--- src/include/fm_params.svh ---
// fm register interface parameters

`ifndef FM_PARAMS_SVH
`define FM_PARAMS_SVH

// number of channel banks, 2 also works
`define FM_NUM_CH 3

// clocks that busy stays high after a data write
`define FM_BUSY_CYCLES 32

// clk_en ticks per timer B count
`define FM_TB_PRESCALE 16

`endif

--- src/hw/fm_pkg.sv ---
// fm register interface types

package fm_pkg;

	// global register map, first bank only
	typedef enum logic [7:0] {
		REG_LFO   = 8'h22,
		REG_CLKA1 = 8'h24, // timer A value bits 9..2
		REG_CLKA2 = 8'h25, // timer A value bits 1..0
		REG_CLKB  = 8'h26,
		REG_TIMER = 8'h27,
		REG_KON   = 8'h28,
		REG_DIV6  = 8'h2D,
		REG_DIV3  = 8'h2E,
		REG_DIV2  = 8'h2F
	} fm_reg_e;

	// which channel field a decoded write targets
	typedef enum logic [2:0] {
		FLD_FNUM_LO, // A0..A2
		FLD_BLK_HI,  // A4..A6, goes to the pending latch
		FLD_FB_ALG,  // B0..B2
		FLD_PAN_MOD, // B4..B6
		FLD_KEYON    // from reg 28
	} fm_field_e;

	typedef struct packed {
		logic [10:0] fnum;
		logic [2:0]  block;
		logic [2:0]  fb;
		logic [2:0]  alg;
		logic [1:0]  rl;
		logic [1:0]  ams;
		logic [2:0]  pms;
		logic [3:0]  keyon; // one bit per operator
	} fm_ch_param_t;

endpackage

--- src/hw/fm_ch_wr_if.sv ---
// channel register write bus

`timescale 1ns/10ps

interface fm_ch_wr_if;
	import fm_pkg::*;

	logic        wr_stb;   // one clock per write
	logic [1:0]  wr_ch;
	fm_field_e   wr_field;
	logic [7:0]  wr_data;

	modport dec (
		output wr_stb, wr_ch, wr_field, wr_data
	);

	modport bank (
		input wr_stb, wr_ch, wr_field, wr_data
	);

endinterface

--- src/hw/fm_ch_regs.sv ---
// fm channel parameter bank

`timescale 1ns/10ps

module fm_ch_regs #(
	parameter int CH_IDX = 0
) (
	input  logic                clk,
	input  logic                rst,
	fm_ch_wr_if.bank            wr,
	output fm_pkg::fm_ch_param_t params
);
	import fm_pkg::*;

	logic       hit;
	logic [2:0] blk_pend;  // waits for the low fnum byte
	logic [2:0] fnum_pend;

	assign hit = wr.wr_stb && (wr.wr_ch == 2'(CH_IDX));

	always_ff @(posedge clk) begin
		if (rst) begin
			params    <= '0;
			blk_pend  <= 3'd0;
			fnum_pend <= 3'd0;
		end else if (hit) begin
			case (wr.wr_field)
				FLD_BLK_HI: begin
					blk_pend  <= wr.wr_data[5:3];
					fnum_pend <= wr.wr_data[2:0];
				end
				FLD_FNUM_LO: begin
					// whole frequency changes at once
					params.fnum  <= {fnum_pend, wr.wr_data};
					params.block <= blk_pend;
				end
				FLD_FB_ALG: begin
					params.fb  <= wr.wr_data[5:3];
					params.alg <= wr.wr_data[2:0];
				end
				FLD_PAN_MOD: begin
					params.rl  <= wr.wr_data[7:6];
					params.ams <= wr.wr_data[5:4];
					params.pms <= wr.wr_data[2:0];
				end
				FLD_KEYON: params.keyon <= wr.wr_data[7:4]; // operator mask
				default: ;
			endcase
		end
	end

endmodule

--- src/hw/fm_ch_scan.sv ---
// fm channel slot scanner

`timescale 1ns/10ps

`include "fm_params.svh"

module fm_ch_scan (
	input  logic                 clk,
	input  logic                 rst,
	input  logic                 clk_en,
	input  fm_pkg::fm_ch_param_t ch_params [`FM_NUM_CH],
	output logic [1:0]           slot_ch,
	output logic [10:0]          fnum,
	output logic [2:0]           block,
	output logic [2:0]           fb,
	output logic [2:0]           alg,
	output logic [1:0]           rl,
	output logic [1:0]           ams,
	output logic [2:0]           pms,
	output logic [3:0]           keyon
);
	import fm_pkg::*;

	fm_ch_param_t cur;
	logic         load; // one clock after the slot moves

	always_ff @(posedge clk) begin
		if (rst) begin
			slot_ch <= 2'd0;
			load    <= 1'b0;
			cur     <= '0;
		end else begin
			load <= clk_en;
			if (clk_en) begin
				if (slot_ch == 2'(`FM_NUM_CH - 1))
					slot_ch <= 2'd0;
				else
					slot_ch <= slot_ch + 2'd1;
			end
			if (load)
				cur <= ch_params[slot_ch];
		end
	end

	assign fnum  = cur.fnum;
	assign block = cur.block;
	assign fb    = cur.fb;
	assign alg   = cur.alg;
	assign rl    = cur.rl;
	assign ams   = cur.ams;
	assign pms   = cur.pms;
	assign keyon = cur.keyon;

endmodule

--- src/hw/fm_mmr.sv ---
// fm register decoder

`timescale 1ns/10ps

`include "fm_params.svh"

module fm_mmr (
	input  logic       clk,
	input  logic       rst,
	input  logic       cen,
	input  logic [7:0] din,
	input  logic       write,
	input  logic       addr,
	output logic       clk_en,
	output logic       busy,
	output logic       lfo_en,
	output logic [2:0] lfo_freq,
	output logic [9:0] value_a,
	output logic [7:0] value_b,
	output logic       load_a,
	output logic       load_b,
	output logic       flag_en_a,
	output logic       flag_en_b,
	output logic       clr_a,
	output logic       clr_b,
	fm_ch_wr_if.dec    wr
);
	import fm_pkg::*;

	localparam int BUSY_W = $clog2(`FM_BUSY_CYCLES);

	logic              old_write;
	logic              wr_edge;
	logic              addr_edge;
	logic              data_edge;
	logic [7:0]        sel_reg;
	logic [2:0]        cen_cnt;
	logic [2:0]        cen_lim;
	logic [BUSY_W-1:0] busy_cnt;
	logic              ch_hit;
	logic [1:0]        ch_sel;
	fm_field_e         ch_fld;

	assign wr_edge   = write & ~old_write;
	assign addr_edge = wr_edge & ~addr;
	assign data_edge = wr_edge & addr;

	// clock enable divider
	assign clk_en = cen && (cen_cnt == cen_lim);

	always_ff @(posedge clk) begin
		if (rst) begin
			cen_cnt <= 3'd0;
		end else if (cen) begin
			if (cen_cnt >= cen_lim) // limit may drop below count
				cen_cnt <= 3'd0;
			else
				cen_cnt <= cen_cnt + 3'd1;
		end
	end

	// address latch and global registers
	always_ff @(posedge clk) begin
		if (rst) begin
			old_write <= 1'b0;
			sel_reg   <= 8'h00;
			cen_lim   <= 3'd5;
			lfo_en    <= 1'b0;
			lfo_freq  <= 3'd0;
			value_a   <= 10'd0;
			value_b   <= 8'd0;
			{clr_b, clr_a, flag_en_b, flag_en_a, load_b, load_a} <= 6'd0;
		end else begin
			old_write <= write;
			clr_a     <= 1'b0; // clear bits are single cycle
			clr_b     <= 1'b0;
			if (addr_edge)
				sel_reg <= din;
			if (data_edge) begin
				case (sel_reg)
					REG_LFO:   {lfo_en, lfo_freq} <= din[3:0];
					REG_CLKA1: value_a[9:2] <= din;
					REG_CLKA2: value_a[1:0] <= din[1:0];
					REG_CLKB:  value_b <= din;
					REG_TIMER: begin
						{clr_b, clr_a, flag_en_b, flag_en_a, load_b, load_a} <= din[5:0];
					end
					REG_DIV6:  cen_lim <= 3'd5;
					REG_DIV3:  cen_lim <= 3'd2;
					REG_DIV2:  cen_lim <= 3'd1;
					default:   ; // channel regs handled below
				endcase
			end
		end
	end

	// channel address decode
	always_comb begin
		ch_hit = 1'b0;
		ch_sel = sel_reg[1:0];
		ch_fld = FLD_FNUM_LO;
		if (sel_reg == REG_KON) begin
			ch_hit = 1'b1;
			ch_sel = din[1:0]; // key-on names its channel in the data
			ch_fld = FLD_KEYON;
		end else begin
			case (sel_reg[7:2])
				6'h28: begin
					ch_hit = 1'b1;
					ch_fld = FLD_FNUM_LO;
				end
				6'h29: begin
					ch_hit = 1'b1;
					ch_fld = FLD_BLK_HI;
				end
				6'h2C: begin
					ch_hit = 1'b1;
					ch_fld = FLD_FB_ALG;
				end
				6'h2D: begin
					ch_hit = 1'b1;
					ch_fld = FLD_PAN_MOD;
				end
				default: ch_hit = 1'b0;
			endcase
		end
		// slot 3 and any missing bank are dropped
		if (ch_sel >= 2'(`FM_NUM_CH))
			ch_hit = 1'b0;
	end

	always_ff @(posedge clk) begin
		if (rst)
			wr.wr_stb <= 1'b0;
		else
			wr.wr_stb <= data_edge & ch_hit;
	end

	always_ff @(posedge clk) begin
		if (data_edge) begin
			wr.wr_ch    <= ch_sel;
			wr.wr_field <= ch_fld;
			wr.wr_data  <= din;
		end
	end

	// advisory busy, restarted by every data write
	always_ff @(posedge clk) begin
		if (rst) begin
			busy     <= 1'b0;
			busy_cnt <= '0;
		end else if (data_edge) begin
			busy     <= 1'b1;
			busy_cnt <= '0;
		end else if (busy) begin
			if (busy_cnt == BUSY_W'(`FM_BUSY_CYCLES - 1))
				busy <= 1'b0;
			busy_cnt <= busy_cnt + 1'b1;
		end
	end

endmodule

--- src/hw/fm_regif_top.sv ---
// fm register interface top

`timescale 1ns/10ps

`include "fm_params.svh"

module fm_regif_top (
	input  logic        clk,
	input  logic        rst,
	input  logic        cen,
	input  logic [7:0]  din,
	input  logic        write,
	input  logic        addr,
	output logic        busy,
	output logic        clk_en,
	output logic        irq_n,
	output logic        flag_a,
	output logic        flag_b,
	output logic        lfo_en,
	output logic [2:0]  lfo_freq,
	output logic [1:0]  slot_ch,
	output logic [10:0] fnum,
	output logic [2:0]  block,
	output logic [2:0]  fb,
	output logic [2:0]  alg,
	output logic [1:0]  rl,
	output logic [1:0]  ams,
	output logic [2:0]  pms,
	output logic [3:0]  keyon
);
	import fm_pkg::*;

	logic [9:0]   value_a;
	logic [7:0]   value_b;
	logic         load_a;
	logic         load_b;
	logic         flag_en_a;
	logic         flag_en_b;
	logic         clr_a;
	logic         clr_b;
	fm_ch_param_t ch_params [`FM_NUM_CH];

	fm_ch_wr_if ch_wr ();

	fm_mmr fm_mmr_i (
		.clk       (clk),
		.rst       (rst),
		.cen       (cen),
		.din       (din),
		.write     (write),
		.addr      (addr),
		.clk_en    (clk_en),
		.busy      (busy),
		.lfo_en    (lfo_en),
		.lfo_freq  (lfo_freq),
		.value_a   (value_a),
		.value_b   (value_b),
		.load_a    (load_a),
		.load_b    (load_b),
		.flag_en_a (flag_en_a),
		.flag_en_b (flag_en_b),
		.clr_a     (clr_a),
		.clr_b     (clr_b),
		.wr        (ch_wr.dec)
	);

	// one bank per channel, all on the same write bus
	for (genvar g = 0; g < `FM_NUM_CH; g++) begin : g_ch
		fm_ch_regs #(
			.CH_IDX (g)
		) fm_ch_regs_i (
			.clk    (clk),
			.rst    (rst),
			.wr     (ch_wr.bank),
			.params (ch_params[g])
		);
	end

	fm_ch_scan fm_ch_scan_i (
		.clk       (clk),
		.rst       (rst),
		.clk_en    (clk_en),
		.ch_params (ch_params),
		.slot_ch   (slot_ch),
		.fnum      (fnum),
		.block     (block),
		.fb        (fb),
		.alg       (alg),
		.rl        (rl),
		.ams       (ams),
		.pms       (pms),
		.keyon     (keyon)
	);

	fm_timers fm_timers_i (
		.clk       (clk),
		.rst       (rst),
		.clk_en    (clk_en),
		.value_a   (value_a),
		.value_b   (value_b),
		.load_a    (load_a),
		.load_b    (load_b),
		.flag_en_a (flag_en_a),
		.flag_en_b (flag_en_b),
		.clr_a     (clr_a),
		.clr_b     (clr_b),
		.flag_a    (flag_a),
		.flag_b    (flag_b),
		.irq_n     (irq_n)
	);

endmodule

--- src/hw/fm_timers.sv ---
// fm timers A and B

`timescale 1ns/10ps

`include "fm_params.svh"

module fm_timers (
	input  logic       clk,
	input  logic       rst,
	input  logic       clk_en,
	input  logic [9:0] value_a,
	input  logic [7:0] value_b,
	input  logic       load_a,
	input  logic       load_b,
	input  logic       flag_en_a,
	input  logic       flag_en_b,
	input  logic       clr_a,
	input  logic       clr_b,
	output logic       flag_a,
	output logic       flag_b,
	output logic       irq_n
);
	localparam int PRE_W = $clog2(`FM_TB_PRESCALE);

	logic [9:0]       cnt_a;
	logic [7:0]       cnt_b;
	logic [PRE_W-1:0] pre_b;
	logic             tick_b;
	logic             ovf_a;
	logic             ovf_b;

	assign tick_b = clk_en && (pre_b == PRE_W'(`FM_TB_PRESCALE - 1));
	assign ovf_a  = load_a && clk_en && (cnt_a == 10'h3FF);
	assign ovf_b  = load_b && tick_b && (cnt_b == 8'hFF);

	// timer A, one count per clk_en
	always_ff @(posedge clk) begin
		if (rst)
			cnt_a <= 10'd0;
		else if (!load_a)
			cnt_a <= value_a; // parked on the reload value
		else if (clk_en)
			cnt_a <= ovf_a ? value_a : cnt_a + 10'd1;
	end

	// timer B behind its prescaler
	always_ff @(posedge clk) begin
		if (rst) begin
			cnt_b <= 8'd0;
			pre_b <= '0;
		end else if (!load_b) begin
			cnt_b <= value_b;
			pre_b <= '0;
		end else if (clk_en) begin
			pre_b <= tick_b ? '0 : pre_b + 1'b1;
			if (tick_b)
				cnt_b <= ovf_b ? value_b : cnt_b + 8'd1;
		end
	end

	// sticky flags, overflow wins over a clear in the same cycle
	always_ff @(posedge clk) begin
		if (rst) begin
			flag_a <= 1'b0;
			flag_b <= 1'b0;
		end else begin
			if (ovf_a && flag_en_a)
				flag_a <= 1'b1;
			else if (clr_a)
				flag_a <= 1'b0;
			if (ovf_b && flag_en_b)
				flag_b <= 1'b1;
			else if (clr_b)
				flag_b <= 1'b0;
		end
	end

	assign irq_n = ~(flag_a | flag_b);

endmodule

--- config.mk ---
export PLATFORM = sky130hd
export DESIGN_NAME = fm_regif_top
export DESIGN_NICKNAME = d
export VERILOG_FILES = /design/src/hw/fm_pkg.sv /design/src/hw/fm_ch_wr_if.sv /design/src/hw/fm_ch_regs.sv /design/src/hw/fm_ch_scan.sv /design/src/hw/fm_mmr.sv /design/src/hw/fm_regif_top.sv /design/src/hw/fm_timers.sv
export VERILOG_INCLUDE_DIRS = /design/src /design/src/include
export SDC_FILE = /design/constraint.sdc
export NUM_CORES = 1
export LEC_CHECK = 0
export BUFFER_PORTS_ARGS = -buffer_cell sky130_fd_sc_hd__buf_2
export CAP_MARGIN = 25
export CORE_ASPECT_RATIO = 1.5
export CORE_UTILIZATION = 59
export DETAILED_ROUTE_END_ITERATION = 7
export GPL_ROUTABILITY_DRIVEN = 0
export GPL_TIMING_DRIVEN = 0
export MAX_ROUTING_LAYER = met4
export PLACE_DENSITY = 0.81
export SETUP_SLACK_MARGIN = 0.05
export SYNTH_ARGS = -nofsm -noshare
export SYNTH_HDL_FRONTEND = slang
export SYNTH_SLANG_ARGS = --single-unit
--- constraint.sdc ---
create_clock -name clk -period 6.37 [get_ports clk]
set_clock_uncertainty 0.1 [all_clocks]
set_input_delay 0.637 -clock clk [delete_from_list [all_inputs] [get_ports clk]]
set_output_delay 0.637 -clock clk [all_outputs]
set_load 0.01 [all_outputs]
==> impl_metrics.env, run 1 <==
export IMPL_drive_gt1_share_pct=8.82
export IMPL_ys_top_cells_by_count="dfxtp_1 (219), nor2_1 (182), nand2_1 (134)"
export IMPL_r2r_end="fm_timers_i.cnt_b[1]"
export IMPL_num_fill_cells=1350
export IMPL_cap_viol_max_count=0
export IMPL_min_from="din[1]"
export IMPL_hold_end="fm_mmr_i.wr.wr_data[1]"
export IMPL_die_w_um=106
export IMPL_largest_register_ffs=93
export IMPL_synth_cell_types=55
export IMPL_io_buffers=53
export IMPL_cts_tree="built"
export IMPL_drtIter0Drc=448
export IMPL_avgSynthCellArea_sq_um=8.96
export IMPL_track_usage_pct=31.1
export IMPL_rows=56
export IMPL_fin_nets=1164
export IMPL_status="complete, no violations"
export IMPL_fin_crit_sh_pct=43.9
export IMPL_synthSimpleGateAreaFrac_pct=20.1
export IMPL_fin_tns_setup_ns=0
export IMPL_cp_depth=6
export IMPL_cp_end_kind="output port"
export IMPL_yosysMostFrequentCell="dfxtp_1"
export IMPL_finalHoldViolations=0
export IMPL_hold_class="in -> reg"
export IMPL_cts_repair_resized=0
export IMPL_clockBufferDepth=3
export IMPL_reg2regPathDepth=8
export IMPL_ff2ff_setup_slack_ns=3.92
export IMPL_synthArstFlopShare_pct=0
export IMPL_area_delta_synth_final_pct=12.9
export IMPL_crit_fanout=10
export IMPL_reg_top3="g_ch.fm_ch_regs_i.params (93), fm_ch_scan_i.fnum (11)"
export IMPL_die_y_um=158
export IMPL_grt_pass1_vias=7703
export IMPL_fmax_ghz=0.358
export IMPL_synth_top_area_share_pct=46.0
export IMPL_holdWs_ns=0.252
export IMPL_path_clk_slew_ns=0.06
export IMPL_final_setup_viol_count=0
export IMPL_worstPathRequired_ns=5.63
export IMPL_fp_dieArea_sq_um=16700
export IMPL_worstSkewPairLatency_ns=0.51
export IMPL_slowest_stage="dfxtp_1"
export IMPL_yosys_warnings=0
export IMPL_worstSetupPathType="reg -> out"
export IMPL_avgRoutedWirePerCell_um=18.4
export IMPL_grt_overflow_total=0
export IMPL_synth_seq_area_share_pct=50.1
export IMPL_leakage_nw=4.24
export IMPL_syn_nets=1087
export IMPL_crit_buf_inv=4
export IMPL_crit_arrival_ns=2.06
export IMPL_cts_root_buffer="clkbuf_16"
export IMPL_ir_worst_vdd_mv=0.229
export IMPL_htreeDepth=1
export IMPL_cp_slowest_stage_delay_ns=0.36
export IMPL_antennaDiodeCount=0
export IMPL_cts_buffers=22
export IMPL_rr_startpoint="fm_mmr_i.cen_cnt[0]"
export IMPL_initial_utilization_pct=60.8
export IMPL_multi_input_area_sq_um=4420
export IMPL_worstMarginPinSlew_ns=0.927
export IMPL_synth_xor_area_share_pct=0.918
export IMPL_synth_top_family_by_area="simple AND/OR/NAND/NOR gates"
export IMPL_path_delay_family="buffers and inverters"
export IMPL_postCtsHoldBufs=0
export IMPL_critPathLaunchType="flip-flop"
export IMPL_powerDensity_nw_per_um2=266
export IMPL_antenna_found_initial=0
export IMPL_yosys_most_used_dff="dfxtp_1"
export IMPL_grt_pass1_wl_um=39000
export IMPL_synth_area_top_cells="dfxtp_1 (46%), mux2i_1 (13%), nor2_1 (7.2%)"
export IMPL_min_period_ns=2.79
export IMPL_largest_register="g_ch.fm_ch_regs_i.params"
export IMPL_synth_compound_area_share_pct=10.9
export IMPL_netlist_top_cell_by_area="dfxtp_1"
export IMPL_synth_edf_count=13
export IMPL_post_cts_setup_buffers=0
export IMPL_core_area_sq_um=15700
export IMPL_detail_route_antenna_nets=0
export IMPL_cts_sinks=232
export IMPL_muxShareOfSynthArea_pct=13.2
export IMPL_drv_slew=0
export IMPL_slew_headroom_pct=38.1
export IMPL_route_final_wire_length_um=25000
export IMPL_synthAdderAreaFrac_pct=1.18
export IMPL_dp_hpwl_um=17600
export IMPL_whs_path_depth=1
export IMPL_drt_pass1_iterations=5
export IMPL_seq_area_sq_um=4770
export IMPL_ys_ff_latch=232
export IMPL_viasPerCell=5.84
export IMPL_syn_instance_count=1065
export IMPL_ioPinCount=55
export IMPL_crit_chain="inv_1 -> ha_1 -> nand4_4 -> inv_1 -> buf_2 -> buf_2"
export IMPL_grt_max_degree=16
export IMPL_rsz0062_at_grt="no"
export IMPL_via_count=7944
export IMPL_drc_errors=0
export IMPL_netlist_area_sq_um=9540
[worst max-delay path by stage]
stage,from,end
CTS,fm_mmr_i.cen_cnt[0],clk_en
finish,fm_mmr_i.cen_cnt[0],clk_en
global route,fm_mmr_i.cen_cnt[0],clk_en
floorplan,cen,fm_timers_i.cnt_b[1]
detailed placement,rst,fm_timers_i.cnt_a[8]
global placement,rst,fm_timers_i.cnt_a[8]
[layer usage]
layer	wire [um]	track usage, %	part of all wire (%)	vias to the layer above
li1	-	-	-	3821
met1	9330	32.2	37	3743
met2	13100	57.2	52	288
met3	1210	3.29	4.8	92
met4	1370	17.5	5.5	0
met5	0	-	0	-
[final cells by class]
| type | instances | area share (%) |
|---|---|---|
| inverter | 14 | 0.488 |
| sequential | 232 | 44.3 |
| clock inverter | 7 | 0.558 |
| tap | 203 | 2.36 |
| clock buffer | 32 | 6.03 |
| buffer | 73 | 2.67 |
| timing repair buffer | 53 | 2.46 |
| multi-input combinational | 746 | 41.1 |
[layout by cell type, fill, tap and decap left out, drive strengths merged, types with 12 or more instances in the layout]
master	n
clkbuf	95
a21oi	100
inv	14
buf	63
edfxtp	13
nand3	26
dfxtp	219
nor2	182
o21ai	14
and2	12
a211oi	29
mux2i	126
nand2	135
[worst register-to-register path: stages (launching register included)]
cell	delay, ns
dfxtp_1	0.36
inv_1	0.05
ha_1	0.32
nand4_4	0.23
inv_1	0.18
nand2_1	0.15
o21ai_0	0.52
nor3_1	0.10
a2111oi_0	0.33
[logic make-up (layout without fill, tap and decap cells)]
family	after synthesis	count (layout)
and+or+nand+nor	426	426
DFF	232	232
AOI/OAI and AO/OA	175	175
muxes	126	126
buffers and inverters	87	179
xor gates and xnor gates	10	10
adders and majority gates	9	9
[power by group]
part | switching, mW | total [mW] | internal [mW]
Sequential | 0.00842 | 1.48 | 1.47
Clock | 0.548 | 1.29 | 0.747
Combinational | 0.0649 | 0.0872 | 0.0223
[metrics by stage]
step	cells	power [mW]	setup slack (ns)	utilization (%)	cell area, sq um
2_1_floorplan	1065	1.56	4.32	-	9540
3_3_place_gp	1321	1.60	3.85	64.1	10100
3_5_place_dp	1321	1.60	3.82	64.1	10100
4_1_cts	1360	2.87	3.58	68.6	10800
5_1_grt	1360	2.93	3.50	68.6	10800
6_report	1360	2.86	3.58	68.6	10800
No activity file was read; power rests on OpenSTA's default activity.
==> inputs of run 2 (changes only) <==
- CORE_UTILIZATION: 59 -> 55
- PLACE_DENSITY: 0.81 -> 0.79
- clock period: 6.37 -> 2.3 ns (I/O delays scaled with it)
==> run 2 against run 1 <==
  * Sequential cell count unchanged
  * Clock-buffer cell count decreased by 1
  * Non-clock buffer count increased by 9
  * Global-route usage decreased by 1.6 points
  * Highest routed layer unchanged
==> impl_metrics.env, run 2 (synthesis results as in run 1) <==
export IMPL_status="complete, no violations"
export IMPL_cts_sinks=232
export IMPL_fmax_ghz=0.449
export IMPL_antenna_found_initial=0
export IMPL_grt_pass1_vias=7838
export IMPL_fin_nets=1172
export IMPL_final_common_cell="dfxtp_1"
export IMPL_min_period_ns=2.23
export IMPL_avgRoutedWirePerCell_um=17.8
export IMPL_most_common_layout_cells="dfxtp_1 (219), nor2_1 (182), nand2_1 (134)"
export IMPL_ir_worst_vdd_mv=0.655
export IMPL_cts_buffers=21
export IMPL_path_clk_slew_ns=0.07
export IMPL_place_ws_ns=-0.148
export IMPL_worstSetupPathType="reg -> reg"
export IMPL_drive_gt1_share_pct=9.36
export IMPL_drc_errors=0
export IMPL_ioPinCount=55
export IMPL_dpl_cell_area_sq_um=10100
export IMPL_grt_overflow_total=0
export IMPL_worstSkewPairLatency_ns=0.50
export IMPL_powerDensity_nw_per_um2=706
export IMPL_reg_top3="g_ch.fm_ch_regs_i.params (93), fm_ch_scan_i.fnum (11)"
export IMPL_place_inst=1328
export IMPL_cap_viol_max_count=0
export IMPL_final_cells=1374
export IMPL_largest_register="g_ch.fm_ch_regs_i.params"
export IMPL_worstMarginPinSlew_ns=0.859
export IMPL_holdWs_ns=0.140
export IMPL_fp_dieArea_sq_um=17900
export IMPL_slew_headroom_pct=42.6
export IMPL_dp_hpwl_um=17500
export IMPL_final_area_sq_um=10800
export IMPL_rows=58
export IMPL_die_y_um=163
export IMPL_largest_register_ffs=93
export IMPL_hold_class="in -> reg"
export IMPL_cts_root_buffer="clkbuf_16"
export IMPL_finalHoldViolations=0
export IMPL_worstPathRequired_ns=2.62
export IMPL_core_area_sq_um=16800
export IMPL_detail_route_antenna_nets=0
export IMPL_htreeDepth=1
export IMPL_critPathLaunchType="flip-flop"
export IMPL_route_final_wire_length_um=24500
export IMPL_die_w_um=110
export IMPL_initial_utilization_pct=56.7
export IMPL_track_usage_pct=29.4
export IMPL_via_count=7872
export IMPL_cts_tree="built"
export IMPL_drt_pass1_iterations=7
export IMPL_drv_slew=0
export IMPL_fin_crit_sh_pct=96.8
export IMPL_rsz0062_at_grt="yes"
export IMPL_grt_pass1_wl_um=39100
export IMPL_crit_arrival_ns=2.54
export IMPL_crit_fanout=6
export IMPL_drtIter0Drc=408
export IMPL_num_fill_cells=1412
export IMPL_clockBufferDepth=3
export IMPL_final_setup_viol_count=0
export IMPL_grt_max_degree=16
export IMPL_cp_end_kind="flip-flop"
export IMPL_viasPerCell=5.73
export IMPL_area_delta_synth_final_pct=13.6
export IMPL_antennaDiodeCount=0
export IMPL_fin_ws_ns=0.0747
export IMPL_io_buffers=53
export IMPL_leakage_nw=4.26
==> run 2: cell type report <==
type | count | area, sq um | area share (%)
Buffer | 71 | 285 | 2.63
Multi-Input combinational cell | 746 | 4450 | 41.1
Sequential cell | 232 | 4770 | 44.1
Clock inverter | 6 | 36.3 | 0.335
Clock buffer | 31 | 603 | 5.57
Timing Repair Buffer | 64 | 373 | 3.44
Tap cell | 210 | 263 | 2.42
Inverter | 14 | 52.6 | 0.485
==> run 2: repair_timing <==
action | 4_1_cts | 5_1_grt
endpoints found under the setup margin | 7 | 38
buffers inserted | 1 | 0
hold buffers | 10 | 0
pin swaps | 1 | 0
resized for setup | 4 | 10
hold endpoints to repair | 28 | 0
==> run 2: worst paths after layout <==
kind,cells past startpoint,slack [ns],to,from
setup / recovery,8,0.07,fm_timers_i.cnt_b[7],fm_mmr_i.cen_cnt[0]
hold / removal,3,0.14,fm_mmr_i.wr.wr_stb,addr
setup reg to reg,8,0.07,fm_timers_i.cnt_b[7],fm_mmr_i.cen_cnt[0]
hold reg to reg,2,0.35,g_ch[2].fm_ch_regs_i.params[18],g_ch[2].fm_ch_regs_i.blk_pend[1]
==> run 2: layer usage <==
layer	track usage, %	vias up	wire (um)	part of all wire (%)
met1	31.1	3647	9190	38
met5	-	-	0	0
met2	51.7	312	12300	50
met3	3.43	96	1400	5.7
met4	17.8	0	1600	6.5
li1	-	3817	-	-
==> run 2: power breakdown <==
group | internal, mW | total, mW | leakage, nW | switching, mW
combinational | 0.0732 | 0.253 | 2.06 | 0.180
sequential | 4.08 | 4.10 | 1.89 | 0.0237
clock | 1.82 | 3.30 | 0.315 | 1.48
==> run 2: critical path, cell delays in order, from the launching register on <==
cell and delay (ns):
dfxtp_1 0.37, inv_1 0.06, ha_1 0.33, nand4_4 0.16, inv_2 0.12, nand2_1 0.15
and2_1 0.27, or3_1 0.38, a31oi_1 0.21
==> run 2: per-stage QoR <==
step / setup TNS, ns / power, mW / util, %
global route: 0 / 7.89 / 64.4
finish: 0 / 7.65 / 64.4
floorplan: 0 / 4.32 / -
global placement: -0.0662 / 4.42 / 59.8
CTS: 0 / 7.70 / 64.2
detailed placement: -0.166 / 4.43 / 59.8
==> inputs of run 3 (changes only) <==
- CTS_BUF_LIST: default -> sky130_fd_sc_hd__clkbuf_16
==> run 3 against run 2 <==
  * First-iteration DRC count is 6.1% lower
  * Critical path depth stayed put
  * Sequential share of layout area is 0.15 points higher
  * Global-route usage hardly changed
  * Sequential cell count stayed put
  * Maximum frequency is 0.44% higher
  * Via count is 0.36% higher
  * Clock power is 5% lower
  * Largest cell class unchanged
==> impl_metrics.env, run 3 (synthesis results as in run 1) <==
export IMPL_crit_fanout=6
export IMPL_crit_arrival_ns=2.53
export IMPL_p_int_mw=5.81
export IMPL_utilization_pct=64.1
export IMPL_cts_buffers=21
export IMPL_fin_crit_sh_pct=96.3
export IMPL_ff2ff_setup_slack_ns=0.08
export IMPL_cts_tree="built"
export IMPL_cp_end_kind="flip-flop"
export IMPL_htreeDepth=1
export IMPL_route_final_wire_length_um=24400
export IMPL_antennaDiodeCount=0
export IMPL_initial_utilization_pct=56.7
export IMPL_rows=58
export IMPL_fin_tns_setup_ns=0
export IMPL_reg2regPathDepth=8
export IMPL_dp_hpwl_um=17500
export IMPL_viasPerCell=5.75
export IMPL_io_buffers=53
export IMPL_drive_gt1_share_pct=9.02
export IMPL_core_area_sq_um=16800
export IMPL_avgRoutedWirePerCell_um=17.8
export IMPL_via_count=7900
export IMPL_seqPwrFrac_pct=54.8
export IMPL_critPathLaunchType="flip-flop"
export IMPL_path_clk_slew_ns=0.06
export IMPL_worstMarginPinSlew_ns=0.864
export IMPL_worstSetupPathType="reg -> reg"
export IMPL_leakage_nw=4.27
export IMPL_final_common_cell="dfxtp_1"
export IMPL_clkPwrFrac_pct=41.8
export IMPL_rr_startpoint="fm_mmr_i.cen_cnt[0]"
export IMPL_combPwrFrac_pct=3.4
export IMPL_grt_overflow_total=0
export IMPL_detail_route_antenna_nets=0
export IMPL_powerDensity_nw_per_um2=693
export IMPL_grt_pass1_vias=7819
export IMPL_hold_class="in -> reg"
export IMPL_drt_pass1_iterations=5
export IMPL_drtIter0Drc=383
export IMPL_rsz0062_at_grt="yes"
export IMPL_num_fill_cells=1416
export IMPL_endpoint="fm_timers_i.cnt_b[7]"
export IMPL_fp_dieArea_sq_um=17900
export IMPL_cts_root_buffer="clkbuf_16"
export IMPL_grt_max_degree=16
export IMPL_reg_top3="g_ch.fm_ch_regs_i.params (93), fm_ch_scan_i.fnum (11)"
export IMPL_area_delta_synth_final_pct=13.2
export IMPL_cts_sinks=232
export IMPL_clockBufferDepth=3
export IMPL_status="complete, no violations"
export IMPL_track_usage_pct=29.4
export IMPL_largest_register_ffs=93
export IMPL_ir_worst_vdd_mv=0.657
export IMPL_final_setup_viol_count=0
export IMPL_crit_path_start="fm_mmr_i.cen_cnt[0]"
export IMPL_antenna_found_initial=0
export IMPL_drv_slew=0
export IMPL_switchingPower_mw=1.67
export IMPL_fmax_ghz=0.451
export IMPL_worstPathRequired_ns=2.62
export IMPL_ioPinCount=55
export IMPL_r2r_end="fm_timers_i.cnt_b[7]"
export IMPL_swShare_pct=22.4
export IMPL_finalHoldViolations=0
export IMPL_design_power_total_mw=7.49
export IMPL_drc_errors=0
export IMPL_worstSkewPairLatency_ns=0.50
export IMPL_grt_pass1_wl_um=39200
export IMPL_largest_register="g_ch.fm_ch_regs_i.params"
export IMPL_die_w_um=110
export IMPL_fin_nets=1172
export IMPL_most_common_layout_cells="dfxtp_1 (219), nor2_1 (182), nand2_1 (134)"
export IMPL_die_y_um=163
export IMPL_min_period_ns=2.22
export IMPL_cap_viol_max_count=0
export IMPL_slew_headroom_pct=42.4
## run 3: cell count changes in the layout (fill, tap and decap cells not counted)
cell and delta:
buf_6 +1, clkbuf_1 -6, clkbuf_8 -4, inv_1 +6, clkinv_1 +4, buf_4 -1
## run 3: worst max-delay path, cell delays in order, from the launching register on
cell and delay [ns]:
dfxtp_1 0.37, inv_1 0.06, ha_1 0.33, nand4_4 0.15, inv_2 0.13, nand2_1 0.16, and2_1 0.27, or3_1 0.37
a31oi_1 0.19
## run 3: through the flow
stage / area, sq um / instances / hold WS, ns / setup WS [ns]
global placement: 10100 / 1328 / 0.338 / -0.0662
finish: 10800 / 1374 / 0.144 / 0.0844
global route: 10800 / 1374 / 0.168 / 0.0383
CTS: 10800 / 1375 / 0.132 / 0.0666
floorplan: 9540 / 1065 / 0.229 / 0.302
detailed placement: 10100 / 1328 / 0.345 / -0.148
## run 3: area by class of cell
| cell class | count | area (sq um) | share of cell area (%) |
|---|---|---|---|
| Buffer | 71 | 289 | 2.68 |
| Clock buffer | 21 | 526 | 4.87 |
| Clock inverter | 16 | 73.8 | 0.684 |
| Inverter | 14 | 52.6 | 0.487 |
| Multi-Input combinational cell | 746 | 4450 | 41.2 |
| Sequential cell | 232 | 4770 | 44.2 |
| Tap cell | 210 | 263 | 2.43 |
| Timing Repair Buffer | 64 | 373 | 3.45 |
## run 3: metal layers
metal / GRT usage [%] / vias to the layer above / routed length [um]
met3: 3.55 / 92 / 1350
met2: 52.0 / 305 / 12400
li1: - / 3824 / -
met1: 30.8 / 3679 / 9130
met4: 17.5 / 0 / 1530
met5: - / - / 0
## run 3: power groups by stage
stage | Clock [mW] | Sequential [mW] | Combinational, mW
global placement | 0 | 4.19 | 0.234
global route | 3.35 | 4.10 | 0.271
finish | 3.13 | 4.10 | 0.253
CTS | 3.18 | 4.10 | 0.252
floorplan | 0 | 4.18 | 0.139
detailed placement | 0 | 4.19 | 0.237
## run 3: repair_timing
action	4_1_cts	5_1_grt
setup endpoints to repair	7	38
buffers inserted	1	0
hold buffers	10	0
pin swaps	1	0
resized for setup	4	11
endpoints found under the hold margin	28	0
## run 3: worst min-delay path by stage
stage,startpoint,endpoint,depth (start not counted)
final,addr,fm_mmr_i.wr.wr_stb,3
after global routing,addr,fm_mmr_i.wr.wr_stb,3
after CTS,addr,fm_mmr_i.wr.wr_stb,3
after detailed placement,g_ch[0].fm_ch_regs_i.blk_pend[0],g_ch[0].fm_ch_regs_i.params[17],2
after global placement,g_ch[1].fm_ch_regs_i.fnum_pend[2],g_ch[1].fm_ch_regs_i.params[30],2
after floorplan,din[0],fm_mmr_i.wr.wr_data[0],0
